<file path="src/hw/video_pkg.sv">
package video_pkg;

	// width of one palette entry, 2 bits each for red, green and blue
	localparam int pal_entry_w = 6;

	// pixel format of the bitmap window
	typedef enum logic [1:0] {
		mode_8bpp   = 2'd0,
		mode_4bpp   = 2'd1,
		mode_border = 2'd2
	} render_mode_t;

	// line fetcher states
	typedef enum logic [1:0] {
		idle      = 2'd0,
		request   = 2'd1,
		wait_data = 2'd2,
		done      = 2'd3
	} fetch_state_t;

	// cpu visible video configuration
	typedef struct packed {
		logic [10:0]  rsvd;
		logic [8:0]   vint_beg;
		logic [3:0]   palsel;
		render_mode_t mode;
		logic [7:0]   vpage;
		logic [7:0]   border;
	} video_cfg_t;

	// current raster position and window flags
	typedef struct packed {
		logic       vpix;
		logic       hpix;
		logic [8:0] vcnt;
		logic [8:0] hcnt;
	} raster_pos_t;

	// one line buffer write
	typedef struct packed {
		logic        we;
		logic [4:0]  waddr;
		logic [15:0] wdata;
	} lb_wr_t;

endpackage
</file>
<file path="src/hw/video_top.sv">
`timescale 1ns/1ps

module video_top #(
	parameter int H_TOTAL  = 48,
	parameter int H_SYNC   = 4,
	parameter int HPIX_BEG = 16,
	parameter int HPIX_W   = 16,
	parameter int V_TOTAL  = 20,
	parameter int V_SYNC   = 2,
	parameter int VPIX_BEG = 4,
	parameter int VPIX_H   = 8
) (
	input  logic        clk,
	input  logic        rst,
	// cpu port writes
	input  logic [7:0]  d,
	input  logic        border_wr,
	input  logic        vpage_wr,
	input  logic        vconf_wr,
	input  logic        palsel_wr,
	input  logic        vint_beg_wr,
	// palette writes
	input  logic        cram_we,
	input  logic [7:0]  zma,
	input  logic [5:0]  zmd,
	// dram
	output logic [20:0] video_addr,
	output logic        video_go,
	input  logic        video_strobe,
	input  logic [15:0] dram_rdata,
	// video out
	output logic [1:0]  vred,
	output logic [1:0]  vgrn,
	output logic [1:0]  vblu,
	output logic        hsync,
	output logic        vsync,
	output logic        csync,
	output logic        int_start
);

	video_pkg::video_cfg_t  cfg;
	video_pkg::raster_pos_t pos;
	video_pkg::lb_wr_t      lb_wr;
	logic        line_start;
	logic        frame_start;
	logic        raw_hsync;
	logic        raw_vsync;
	logic        raw_csync;
	logic [4:0]  lb_raddr;
	logic [15:0] lb_rdata;
	logic [7:0]  index;
	logic [2:0]  syncs_d;

	video_ports video_ports (
		.clk         (clk),
		.rst         (rst),
		.d           (d),
		.border_wr   (border_wr),
		.vpage_wr    (vpage_wr),
		.vconf_wr    (vconf_wr),
		.palsel_wr   (palsel_wr),
		.vint_beg_wr (vint_beg_wr),
		.frame_start (frame_start),
		.cfg         (cfg)
	);

	video_sync #(
		.H_TOTAL  (H_TOTAL),
		.H_SYNC   (H_SYNC),
		.HPIX_BEG (HPIX_BEG),
		.HPIX_W   (HPIX_W),
		.V_TOTAL  (V_TOTAL),
		.V_SYNC   (V_SYNC),
		.VPIX_BEG (VPIX_BEG),
		.VPIX_H   (VPIX_H)
	) video_sync (
		.clk         (clk),
		.rst         (rst),
		.vint_beg    (cfg.vint_beg),
		.pos         (pos),
		.line_start  (line_start),
		.frame_start (frame_start),
		.int_start   (int_start),
		.hsync       (raw_hsync),
		.vsync       (raw_vsync),
		.csync       (raw_csync)
	);

	video_fetch #(
		.HPIX_BEG (HPIX_BEG),
		.VPIX_BEG (VPIX_BEG),
		.VPIX_H   (VPIX_H),
		.HPIX_W   (HPIX_W)
	) video_fetch (
		.clk          (clk),
		.rst          (rst),
		.pos          (pos),
		.line_start   (line_start),
		.vpage        (cfg.vpage),
		.video_strobe (video_strobe),
		.dram_rdata   (dram_rdata),
		.video_go     (video_go),
		.video_addr   (video_addr),
		.lb_wr        (lb_wr)
	);

	// the fetch fills the half for the next line
	video_linebuf video_linebuf (
		.clk     (clk),
		.lb_wr   (lb_wr),
		.wr_half (~pos.vcnt[0]),
		.raddr   (lb_raddr),
		.rdata   (lb_rdata)
	);

	video_render #(
		.HPIX_BEG (HPIX_BEG)
	) video_render (
		.clk       (clk),
		.rst       (rst),
		.pos       (pos),
		.cfg       (cfg),
		.lb_rdata  (lb_rdata),
		.lb_raddr  (lb_raddr),
		.index     (index),
		.syncs_in  ({raw_hsync, raw_vsync, raw_csync}),
		.syncs_out (syncs_d)
	);

	video_out video_out (
		.clk      (clk),
		.rst      (rst),
		.cram_we  (cram_we),
		.zma      (zma),
		.zmd      (zmd),
		.index    (index),
		.syncs_in (syncs_d),
		.vred     (vred),
		.vgrn     (vgrn),
		.vblu     (vblu),
		.hsync    (hsync),
		.vsync    (vsync),
		.csync    (csync)
	);

endmodule

</file>
<file path="src/hw/video_out.sv">
`timescale 1ns/1ps

module video_out (
	input  logic       clk,
	input  logic       rst,
	input  logic       cram_we,
	input  logic [7:0] zma,
	input  logic [5:0] zmd,
	input  logic [7:0] index,
	input  logic [2:0] syncs_in,
	output logic [1:0] vred,
	output logic [1:0] vgrn,
	output logic [1:0] vblu,
	output logic       hsync,
	output logic       vsync,
	output logic       csync
);

	// palette, red in the top bits
	logic [video_pkg::pal_entry_w-1:0] cram [0:255];
	logic [video_pkg::pal_entry_w-1:0] colour;

	always_ff @(posedge clk) begin
		if (cram_we) begin
			cram[zma] <= zmd;
		end
	end

	// lookup and syncs land on the same edge
	always_ff @(posedge clk) begin
		if (rst) begin
			colour <= '0;
			hsync  <= 1'b0;
			vsync  <= 1'b0;
			csync  <= 1'b0;
		end else begin
			colour <= cram[index];
			hsync  <= syncs_in[2];
			vsync  <= syncs_in[1];
			csync  <= syncs_in[0];
		end
	end

	assign vred = colour[5:4];
	assign vgrn = colour[3:2];
	assign vblu = colour[1:0];

endmodule

</file>
<file path="src/hw/video_render.sv">
`timescale 1ns/1ps

module video_render #(
	parameter int HPIX_BEG = 16
) (
	input  logic                   clk,
	input  logic                   rst,
	input  video_pkg::raster_pos_t pos,
	input  video_pkg::video_cfg_t  cfg,
	input  logic [15:0]            lb_rdata,
	output logic [4:0]             lb_raddr,
	output logic [7:0]             index,
	input  logic [2:0]             syncs_in,
	output logic [2:0]             syncs_out
);

	localparam int WBASE = HPIX_BEG / 2;

	logic [8:0] col;
	logic [1:0] sel;
	logic win;
	video_pkg::render_mode_t mode_r;
	logic [7:0] border_r;
	logic [3:0] palsel_r;

	// pixel column inside the window
	assign col = pos.hcnt - 9'(HPIX_BEG);

	always_comb begin
		if (cfg.mode == video_pkg::mode_4bpp) begin
			lb_raddr = 5'(WBASE) + 5'(col >> 2);
		end else begin
			lb_raddr = 5'(WBASE) + 5'(col >> 1);
		end
	end

	// stage alongside the buffer read
	always_ff @(posedge clk) begin
		if (rst) begin
			sel       <= '0;
			win       <= 1'b0;
			mode_r    <= video_pkg::mode_8bpp;
			border_r  <= '0;
			palsel_r  <= '0;
			syncs_out <= '0;
		end else begin
			sel       <= col[1:0];
			win       <= pos.hpix && pos.vpix;
			mode_r    <= cfg.mode;
			border_r  <= cfg.border;
			palsel_r  <= cfg.palsel;
			syncs_out <= syncs_in;
		end
	end

	always_comb begin
		case (mode_r)
			video_pkg::mode_8bpp: index = sel[0] ? lb_rdata[15:8] : lb_rdata[7:0];
			video_pkg::mode_4bpp: index = {palsel_r, 4'(lb_rdata >> {sel, 2'b00})};
			// border mode and the unused encoding
			default: index = border_r;
		endcase
		if (!win) begin
			index = border_r;
		end
	end

endmodule

</file>
<file path="src/hw/video_linebuf.sv">
`timescale 1ns/1ps

module video_linebuf (
	input  logic              clk,
	input  video_pkg::lb_wr_t lb_wr,
	input  logic              wr_half,
	input  logic [4:0]        raddr,
	output logic [15:0]       rdata
);

	// two halves of 32 words, half select is the top address bit
	logic [15:0] mem [0:63];

	always_ff @(posedge clk) begin
		if (lb_wr.we) begin
			mem[{wr_half, lb_wr.waddr}] <= lb_wr.wdata;
		end
	end

	// read side always on the other half
	always_ff @(posedge clk) begin
		rdata <= mem[{~wr_half, raddr}];
	end

endmodule

</file>
<file path="src/hw/video_fetch.sv">
`timescale 1ns/1ps

module video_fetch #(
	parameter int HPIX_BEG = 16,
	parameter int VPIX_BEG = 4,
	parameter int VPIX_H   = 8,
	parameter int HPIX_W   = 16
) (
	input  logic                   clk,
	input  logic                   rst,
	input  video_pkg::raster_pos_t pos,
	input  logic                   line_start,
	input  logic [7:0]             vpage,
	input  logic                   video_strobe,
	input  logic [15:0]            dram_rdata,
	output logic                   video_go,
	output logic [20:0]            video_addr,
	output video_pkg::lb_wr_t      lb_wr
);

	// two 8bpp pixels per word
	localparam int NWORDS = HPIX_W / 2;
	localparam int WORD_W = $clog2(NWORDS);
	// words sit at their 8bpp column in the buffer
	localparam int WBASE = HPIX_BEG / 2;

	video_pkg::fetch_state_t state;
	logic [WORD_W-1:0] word;
	logic [8:0] row;
	logic fetch_line;

	// line before each window line
	assign fetch_line = (pos.vcnt >= 9'(VPIX_BEG - 1)) && (pos.vcnt <= 9'(VPIX_BEG + VPIX_H - 2));

	always_ff @(posedge clk) begin
		if (rst) begin
			state <= video_pkg::idle;
			word  <= '0;
		end else if (line_start) begin
			state <= fetch_line ? video_pkg::wait_data : video_pkg::idle;
			word  <= '0;
		end else begin
			case (state)
				video_pkg::wait_data: begin
					if (video_strobe) begin
						if (word == WORD_W'(NWORDS - 1)) begin
							state <= video_pkg::done;
						end else begin
							state <= video_pkg::request;
							word  <= word + WORD_W'(1);
						end
					end
				end
				// go low for one cycle between words
				video_pkg::request: state <= video_pkg::wait_data;
				default: state <= state;
			endcase
		end
	end

	// display row of the line being fetched
	always_ff @(posedge clk) begin
		if (line_start) begin
			row <= pos.vcnt - 9'(VPIX_BEG - 1);
		end
	end

	assign video_go   = (state == video_pkg::wait_data);
	assign video_addr = (21'(vpage) << 8) + (21'(row) << 3) + 21'(word);

	assign lb_wr.we    = video_go && video_strobe;
	assign lb_wr.waddr = 5'(WBASE) + 5'(word);
	assign lb_wr.wdata = dram_rdata;

	// request held with a steady address until the strobe
	a_go_hold: assert property (
		@(posedge clk) disable iff (rst)
		video_go && !video_strobe |=> video_go && $stable(video_addr)
	);

	// the line fetch has to end before the buffer halves swap
	a_fetch_in_time: assert property (
		@(posedge clk) disable iff (rst)
		line_start |-> !(state inside {video_pkg::request, video_pkg::wait_data})
	);

endmodule

</file>
<file path="src/hw/video_sync.sv">
`timescale 1ns/1ps

module video_sync #(
	parameter int H_TOTAL  = 48,
	parameter int H_SYNC   = 4,
	parameter int HPIX_BEG = 16,
	parameter int HPIX_W   = 16,
	parameter int V_TOTAL  = 20,
	parameter int V_SYNC   = 2,
	parameter int VPIX_BEG = 4,
	parameter int VPIX_H   = 8
) (
	input  logic                   clk,
	input  logic                   rst,
	input  logic [8:0]             vint_beg,
	output video_pkg::raster_pos_t pos,
	output logic                   line_start,
	output logic                   frame_start,
	output logic                   int_start,
	output logic                   hsync,
	output logic                   vsync,
	output logic                   csync
);

	localparam int FRAME_LEN = H_TOTAL * V_TOTAL;
	localparam int GAP_W = $clog2(FRAME_LEN + 1);

	logic [8:0] hcnt;
	logic [8:0] vcnt;
	logic [8:0] h_next;
	logic [8:0] v_next;
	logic [GAP_W-1:0] fs_gap;

	always_comb begin
		h_next = (hcnt == 9'(H_TOTAL - 1)) ? 9'd0 : hcnt + 9'd1;
		v_next = vcnt;
		if (hcnt == 9'(H_TOTAL - 1)) begin
			v_next = (vcnt == 9'(V_TOTAL - 1)) ? 9'd0 : vcnt + 9'd1;
		end
	end

	// pulses are registered from the next position so they line up with hcnt 0
	always_ff @(posedge clk) begin
		if (rst) begin
			hcnt        <= '0;
			vcnt        <= '0;
			line_start  <= 1'b0;
			frame_start <= 1'b0;
			int_start   <= 1'b0;
		end else begin
			hcnt        <= h_next;
			vcnt        <= v_next;
			line_start  <= (h_next == 9'd0);
			frame_start <= (h_next == 9'd0) && (v_next == 9'd0);
			int_start   <= (h_next == 9'd0) && (v_next == vint_beg);
		end
	end

	assign pos.hcnt = hcnt;
	assign pos.vcnt = vcnt;
	assign pos.hpix = (hcnt >= 9'(HPIX_BEG)) && (hcnt < 9'(HPIX_BEG + HPIX_W));
	assign pos.vpix = (vcnt >= 9'(VPIX_BEG)) && (vcnt < 9'(VPIX_BEG + VPIX_H));

	assign hsync = (hcnt < 9'(H_SYNC));
	assign vsync = (vcnt < 9'(V_SYNC));
	assign csync = hsync ^ vsync;

	// cycles since last frame start, saturating
	always_ff @(posedge clk) begin
		if (rst) begin
			fs_gap <= '0;
		end else if (frame_start) begin
			fs_gap <= GAP_W'(1);
		end else if (fs_gap != GAP_W'(FRAME_LEN)) begin
			fs_gap <= fs_gap + GAP_W'(1);
		end
	end

	// one frame start every V_TOTAL lines, never more, never fewer
	a_frame_period: assert property (
		@(posedge clk) disable iff (rst)
		frame_start == (fs_gap == GAP_W'(FRAME_LEN))
	);

endmodule

</file>
<file path="src/hw/video_ports.sv">
`timescale 1ns/1ps

module video_ports (
	input  logic                  clk,
	input  logic                  rst,
	input  logic [7:0]            d,
	input  logic                  border_wr,
	input  logic                  vpage_wr,
	input  logic                  vconf_wr,
	input  logic                  palsel_wr,
	input  logic                  vint_beg_wr,
	input  logic                  frame_start,
	output video_pkg::video_cfg_t cfg
);

	// copy as written by the cpu, not yet visible to the raster
	video_pkg::video_cfg_t wr_cfg;

	always_ff @(posedge clk) begin
		if (rst) begin
			wr_cfg <= '0;
			cfg    <= '0;
		end else begin
			if (border_wr) begin
				wr_cfg.border <= d;
			end
			if (vpage_wr) begin
				wr_cfg.vpage <= d;
			end
			if (vconf_wr) begin
				wr_cfg.mode <= video_pkg::render_mode_t'(d[1:0]);
			end
			if (palsel_wr) begin
				wr_cfg.palsel <= d[3:0];
			end
			// only 8 bits are reachable, top bit stays clear
			if (vint_beg_wr) begin
				wr_cfg.vint_beg <= {1'b0, d};
			end
			// whole set goes live at once, next frame
			if (frame_start) begin
				cfg <= wr_cfg;
			end
		end
	end

endmodule

</file>
<file path="config.mk">
export PLATFORM = sky130hd
export DESIGN_NAME = video_top
export DESIGN_NICKNAME = d
export VERILOG_FILES = /design/src/hw/video_pkg.sv /design/src/hw/video_top.sv /design/src/hw/video_out.sv /design/src/hw/video_render.sv /design/src/hw/video_linebuf.sv /design/src/hw/video_fetch.sv /design/src/hw/video_sync.sv /design/src/hw/video_ports.sv
export SDC_FILE = /design/constraint.sdc
export NUM_CORES = 2
export LEC_CHECK = 0
export BUFFER_PORTS_ARGS = -buffer_cell sky130_fd_sc_hd__buf_2
export CAP_MARGIN = 30
export CELL_PAD_IN_SITES_DETAIL_PLACEMENT = 1
export CELL_PAD_IN_SITES_GLOBAL_PLACEMENT = 1
export CORE_AREA = 5 5 319 634
export DETAILED_ROUTE_END_ITERATION = 16
export DIE_AREA = 0 0 324 639
export PLACE_DENSITY = 0.64
export SKIP_LAST_GASP = 1
export SLEW_MARGIN = 40
export SYNTH_ARGS = -nofsm -noshare
export SYNTH_HDL_FRONTEND = slang
export SYNTH_SLANG_ARGS = --single-unit
</file>
<file path="constraint.sdc">
create_clock -name clk -period 2.8 [get_ports clk]
set_input_delay 0.56 -clock clk [delete_from_list [all_inputs] [get_ports clk]]
set_output_delay 0.56 -clock clk [all_outputs]
set_load 0.02 [all_outputs]
</file>
==> impl_metrics.json <==
{
  "portBuffers": 74,
  "clk-insertion-delay-late_ns": 0.85,
  "finalHoldViolCount": 0,
  "ys_seq_elements": 1932,
  "grt-ovfl-total": 0,
  "clkTransAtPathRegs_ns": 0.07,
  "multiInputGateArea_um2": 20400,
  "synth_area_leaders": "edfxtp_1, mux2i_1, dfxtp_1, nand2_1, mux4_2",
  "drive_gt1_share_pct": 23.0,
  "hp-start": "d[7]",
  "grt_usage_pct": 23.6,
  "rows": 231,
  "fmax_mhz": 296,
  "cts_tree": "built",
  "grt_start_max_net_pins": 98,
  "crit_required_ns": 3.54,
  "syn_to_final_growth_pct": 21.1,
  "vdd_ir_drop_max_mv": 0.572,
  "syn_area_per_cell_um2": 14.7,
  "drtAntennaViolNets": 0,
  "grt_pass1_vias": 52866,
  "synth_cells": 5314,
  "cts_sinks": 1932,
  "async_reset_ff_share_pct": 0,
  "critPathLaunch": "video_render.sel[0]",
  "start_util_pct": 39.6,
  "holdCritPathClass": "in2reg",
  "floorplan.die_area_um2": 207000,
  "crit_family": "compound AO/OA/AOI/OAI gates",
  "rsz0062_at_grt": "true",
  "ios": 79,
  "status": "finished with violations",
  "crit_buf_inv": 5,
  "wl_um": 252000,
  "route.detailed.drc": 0,
  "cts_root_buf": "clkbuf_16",
  "worst_slack_ns": -0.581,
  "crit_path_max_fanout": 25,
  "vias": 49922,
  "fill_cells": 19324,
  "finalNetCount": 5962,
  "synthMuxAreaShare_pct": 7.22,
  "regArea_um2": 56700,
  "syn-cell-area_um2": 78200,
  "tightest_slew_ns": 0.833,
  "synth_fa_ha_area_share_pct": 0.154,
  "cts.path.max_buffers": 4,
  "powerDensity_nw_per_um2": 619,
  "worst_path_max_delay_cell": "nor4_4",
  "synth_xor_area_share_pct": 0.370,
  "path_class": "reg2reg",
  "core_area_um2": 197000,
  "synth_flop_cell": "edfxtp_1",
  "ys_seq_area_share_pct": 72.6,
  "min_period_ns": 3.38,
  "finClkSkew_ns": 0.0593,
  "synth_commonest_cells": "edfxtp_1, nand2_1, nor2_1, mux2i_1, nor2b_1",
  "finalSetupViolCount": 12,
  "final_area_um2": 94700,
  "start_kind": "register",
  "max_stage_delay_ns": 0.48,
  "total_power_uw": 58600,
  "violations": "setup timing",
  "final-max-slew-violation-count": 0,
  "arrival_ns": 4.12,
  "grt_pass1_wl_um": 364000,
  "finalCritPeriodShare_pct": 121,
  "dpl_cell_area_um2": 86200,
  "slew-limit-headroom_pct": 44.4,
  "yosys.area_share.simple_pct": 8.01,
  "drtIter0Drc": 4621,
  "synth_top_area_share_pct": 69.2,
  "pre_cts_ws_ns": -1.65,
  "antenna_found_initial": 14,
  "p_leak_uw": 0.0320,
  "drv_cap": 0,
  "synth_compound_area_share_pct": 8.85,
  "cp_common_cell": "buf_4",
  "synthMostInstantiatedCell": "edfxtp_1",
  "wl_per_cell_um": 29.3,
  "h-tree-depth": 4,
  "crit_chain": "buf_4 -> nand2_2 -> o22a_4 -> a21oi_4 -> buf_12 -> buf_12 -> buf_4 -> nand2_1 -> a31oi_2 -> o22ai_2 -> nor4_4 -> o2111ai_1 -> buf_4 -> o22ai_1",
  "synth_cell_type_count": 72,
  "gp_congestion": 0.897,
  "endpoint_kind": "register",
  "vias_per_cell": 5.80,
  "drtPass1Iterations": 5,
  "numCtsBuffers": 179,
  "finalNonFillerCells": 8612,
  "dp.cells": 8199,
  "dieWidth_um": 324,
  "dp_hpwl_um": 160000,
  "synth_edf_count": 1801,
  "ys_warn_count": 0,
  "hold_ws_ns": 0.0512,
  "yosysTopAreaCell": "edfxtp_1",
  "fp.dieH_um": 639,
  "synth_top_family_by_area": "compound AO/OA/AOI/OAI gates",
  "regToRegStartpoint": "video_render.sel[0]"
}
[power breakdown]
| group | internal, uW | total (uW) | leakage, uW | switching [uW] |
|---|---|---|---|---|
| Combinational | 813 | 2310 | 0.0120 | 1500 |
| Clock | 13800 | 24600 | 0.00278 | 10800 |
| Sequential | 31600 | 31700 | 0.0172 | 107 |
[kinds of logic after synthesis]
| family | count (synthesis) |
|---|---|
| AOI/OAI and AO/OA | 986 |
| xor gates and xnor gates | 33 |
| adders and majority gates | 9 |
| buffers and inverters | 486 |
| DFF | 1932 |
| muxes | 452 |
| other | 1 |
| and+or+nand+nor | 1415 |
[through the flow]
| stage | setup TNS (ns) | util [%] |
|---|---|---|
| after floorplan | 0 | - |
| after global placement | -7.71 | 43.7 |
| after detailed placement | -8.33 | 43.7 |
| after CTS | -5.13 | 47.5 |
| after global routing | -5.55 | 48.0 |
| final | -4.33 | 48.0 |
[metal layers]
layer,vias to the layer above,routed length [um],share of wire [%],GRT usage (%)
li1,21601,-,-,-
met2,1772,128000,51,40.9
met1,26023,96300,38,29.3
met5,-,19,0.0075,0
met4,4,13800,5.5,11.1
met3,522,14100,5.6,3.34
[worst reg2reg max path: cells and delay by family, from the launching register on]
| family | cells | cell delay, ns |
|---|---|---|
| and+or+nand+nor | 3 | 0.70 |
| DFF | 1 | 0.39 |
| AOI/OAI and AO/OA | 6 | 1.28 |
| buffers and inverters | 5 | 0.95 |
[state kept, by name (all words and copies together) (netlist names), 2 cells and up]
register	count
video_render.mode_r	2
video_fetch.row	9
video_render.border_r	8
video_out.cram	1536
video_fetch.word	3
video_sync.vcnt	9
video_render.sel	2
video_render.palsel_r	4
video_render.syncs_out	3
video_ports.cfg	30
video_sync.hcnt	9
video_linebuf.rdata	16
video_out.colour	6
video_linebuf.mem	256
video_ports.wr_cfg	30
video_fetch.state	2
[final cells by class]
cell class | instances | area share (%)
flip-flops and latches | 1932 | 59.9
multi-input cells | 2899 | 21.6
repair buffers | 801 | 8.64
clock buffers | 204 | 4.87
well taps | 2563 | 3.39
clock inverters | 113 | 1.22
inverters | 93 | 0.369
diodes | 7 | 0.0185
[path summary, 6_finish.rpt]
path / to / slack (ns) / cells after the start
worst max-delay path: video_out.colour[1] / -0.58 / 14
worst min-delay path: video_ports.wr_cfg[29] / 0.05 / 3
worst max register to register: video_out.colour[1] / -0.58 / 14
worst min register to register: video_out.vsync / 0.45 / 1
[what timing repair did]
action,4_1_cts,5_1_grt
gates cloned,17,6
setup endpoints to repair,15,15
pin swaps,33,48
gates resized for setup,170,137
hold buffers,0,0
endpoints found under the hold margin,0,0
setup buffers,34,34
[cells in the final DEF (no fill, tap or decap), drive strengths merged, types with 156 or more instances in the layout]
cell type,count
buf,776
a21oi,156
nand2,599
nor2,371
mux2i,314
clkbuf,216
a221oi,156
a211oi,172
edfxtp,1801
nor2b,188
Power figures use the tool's default switching activity.
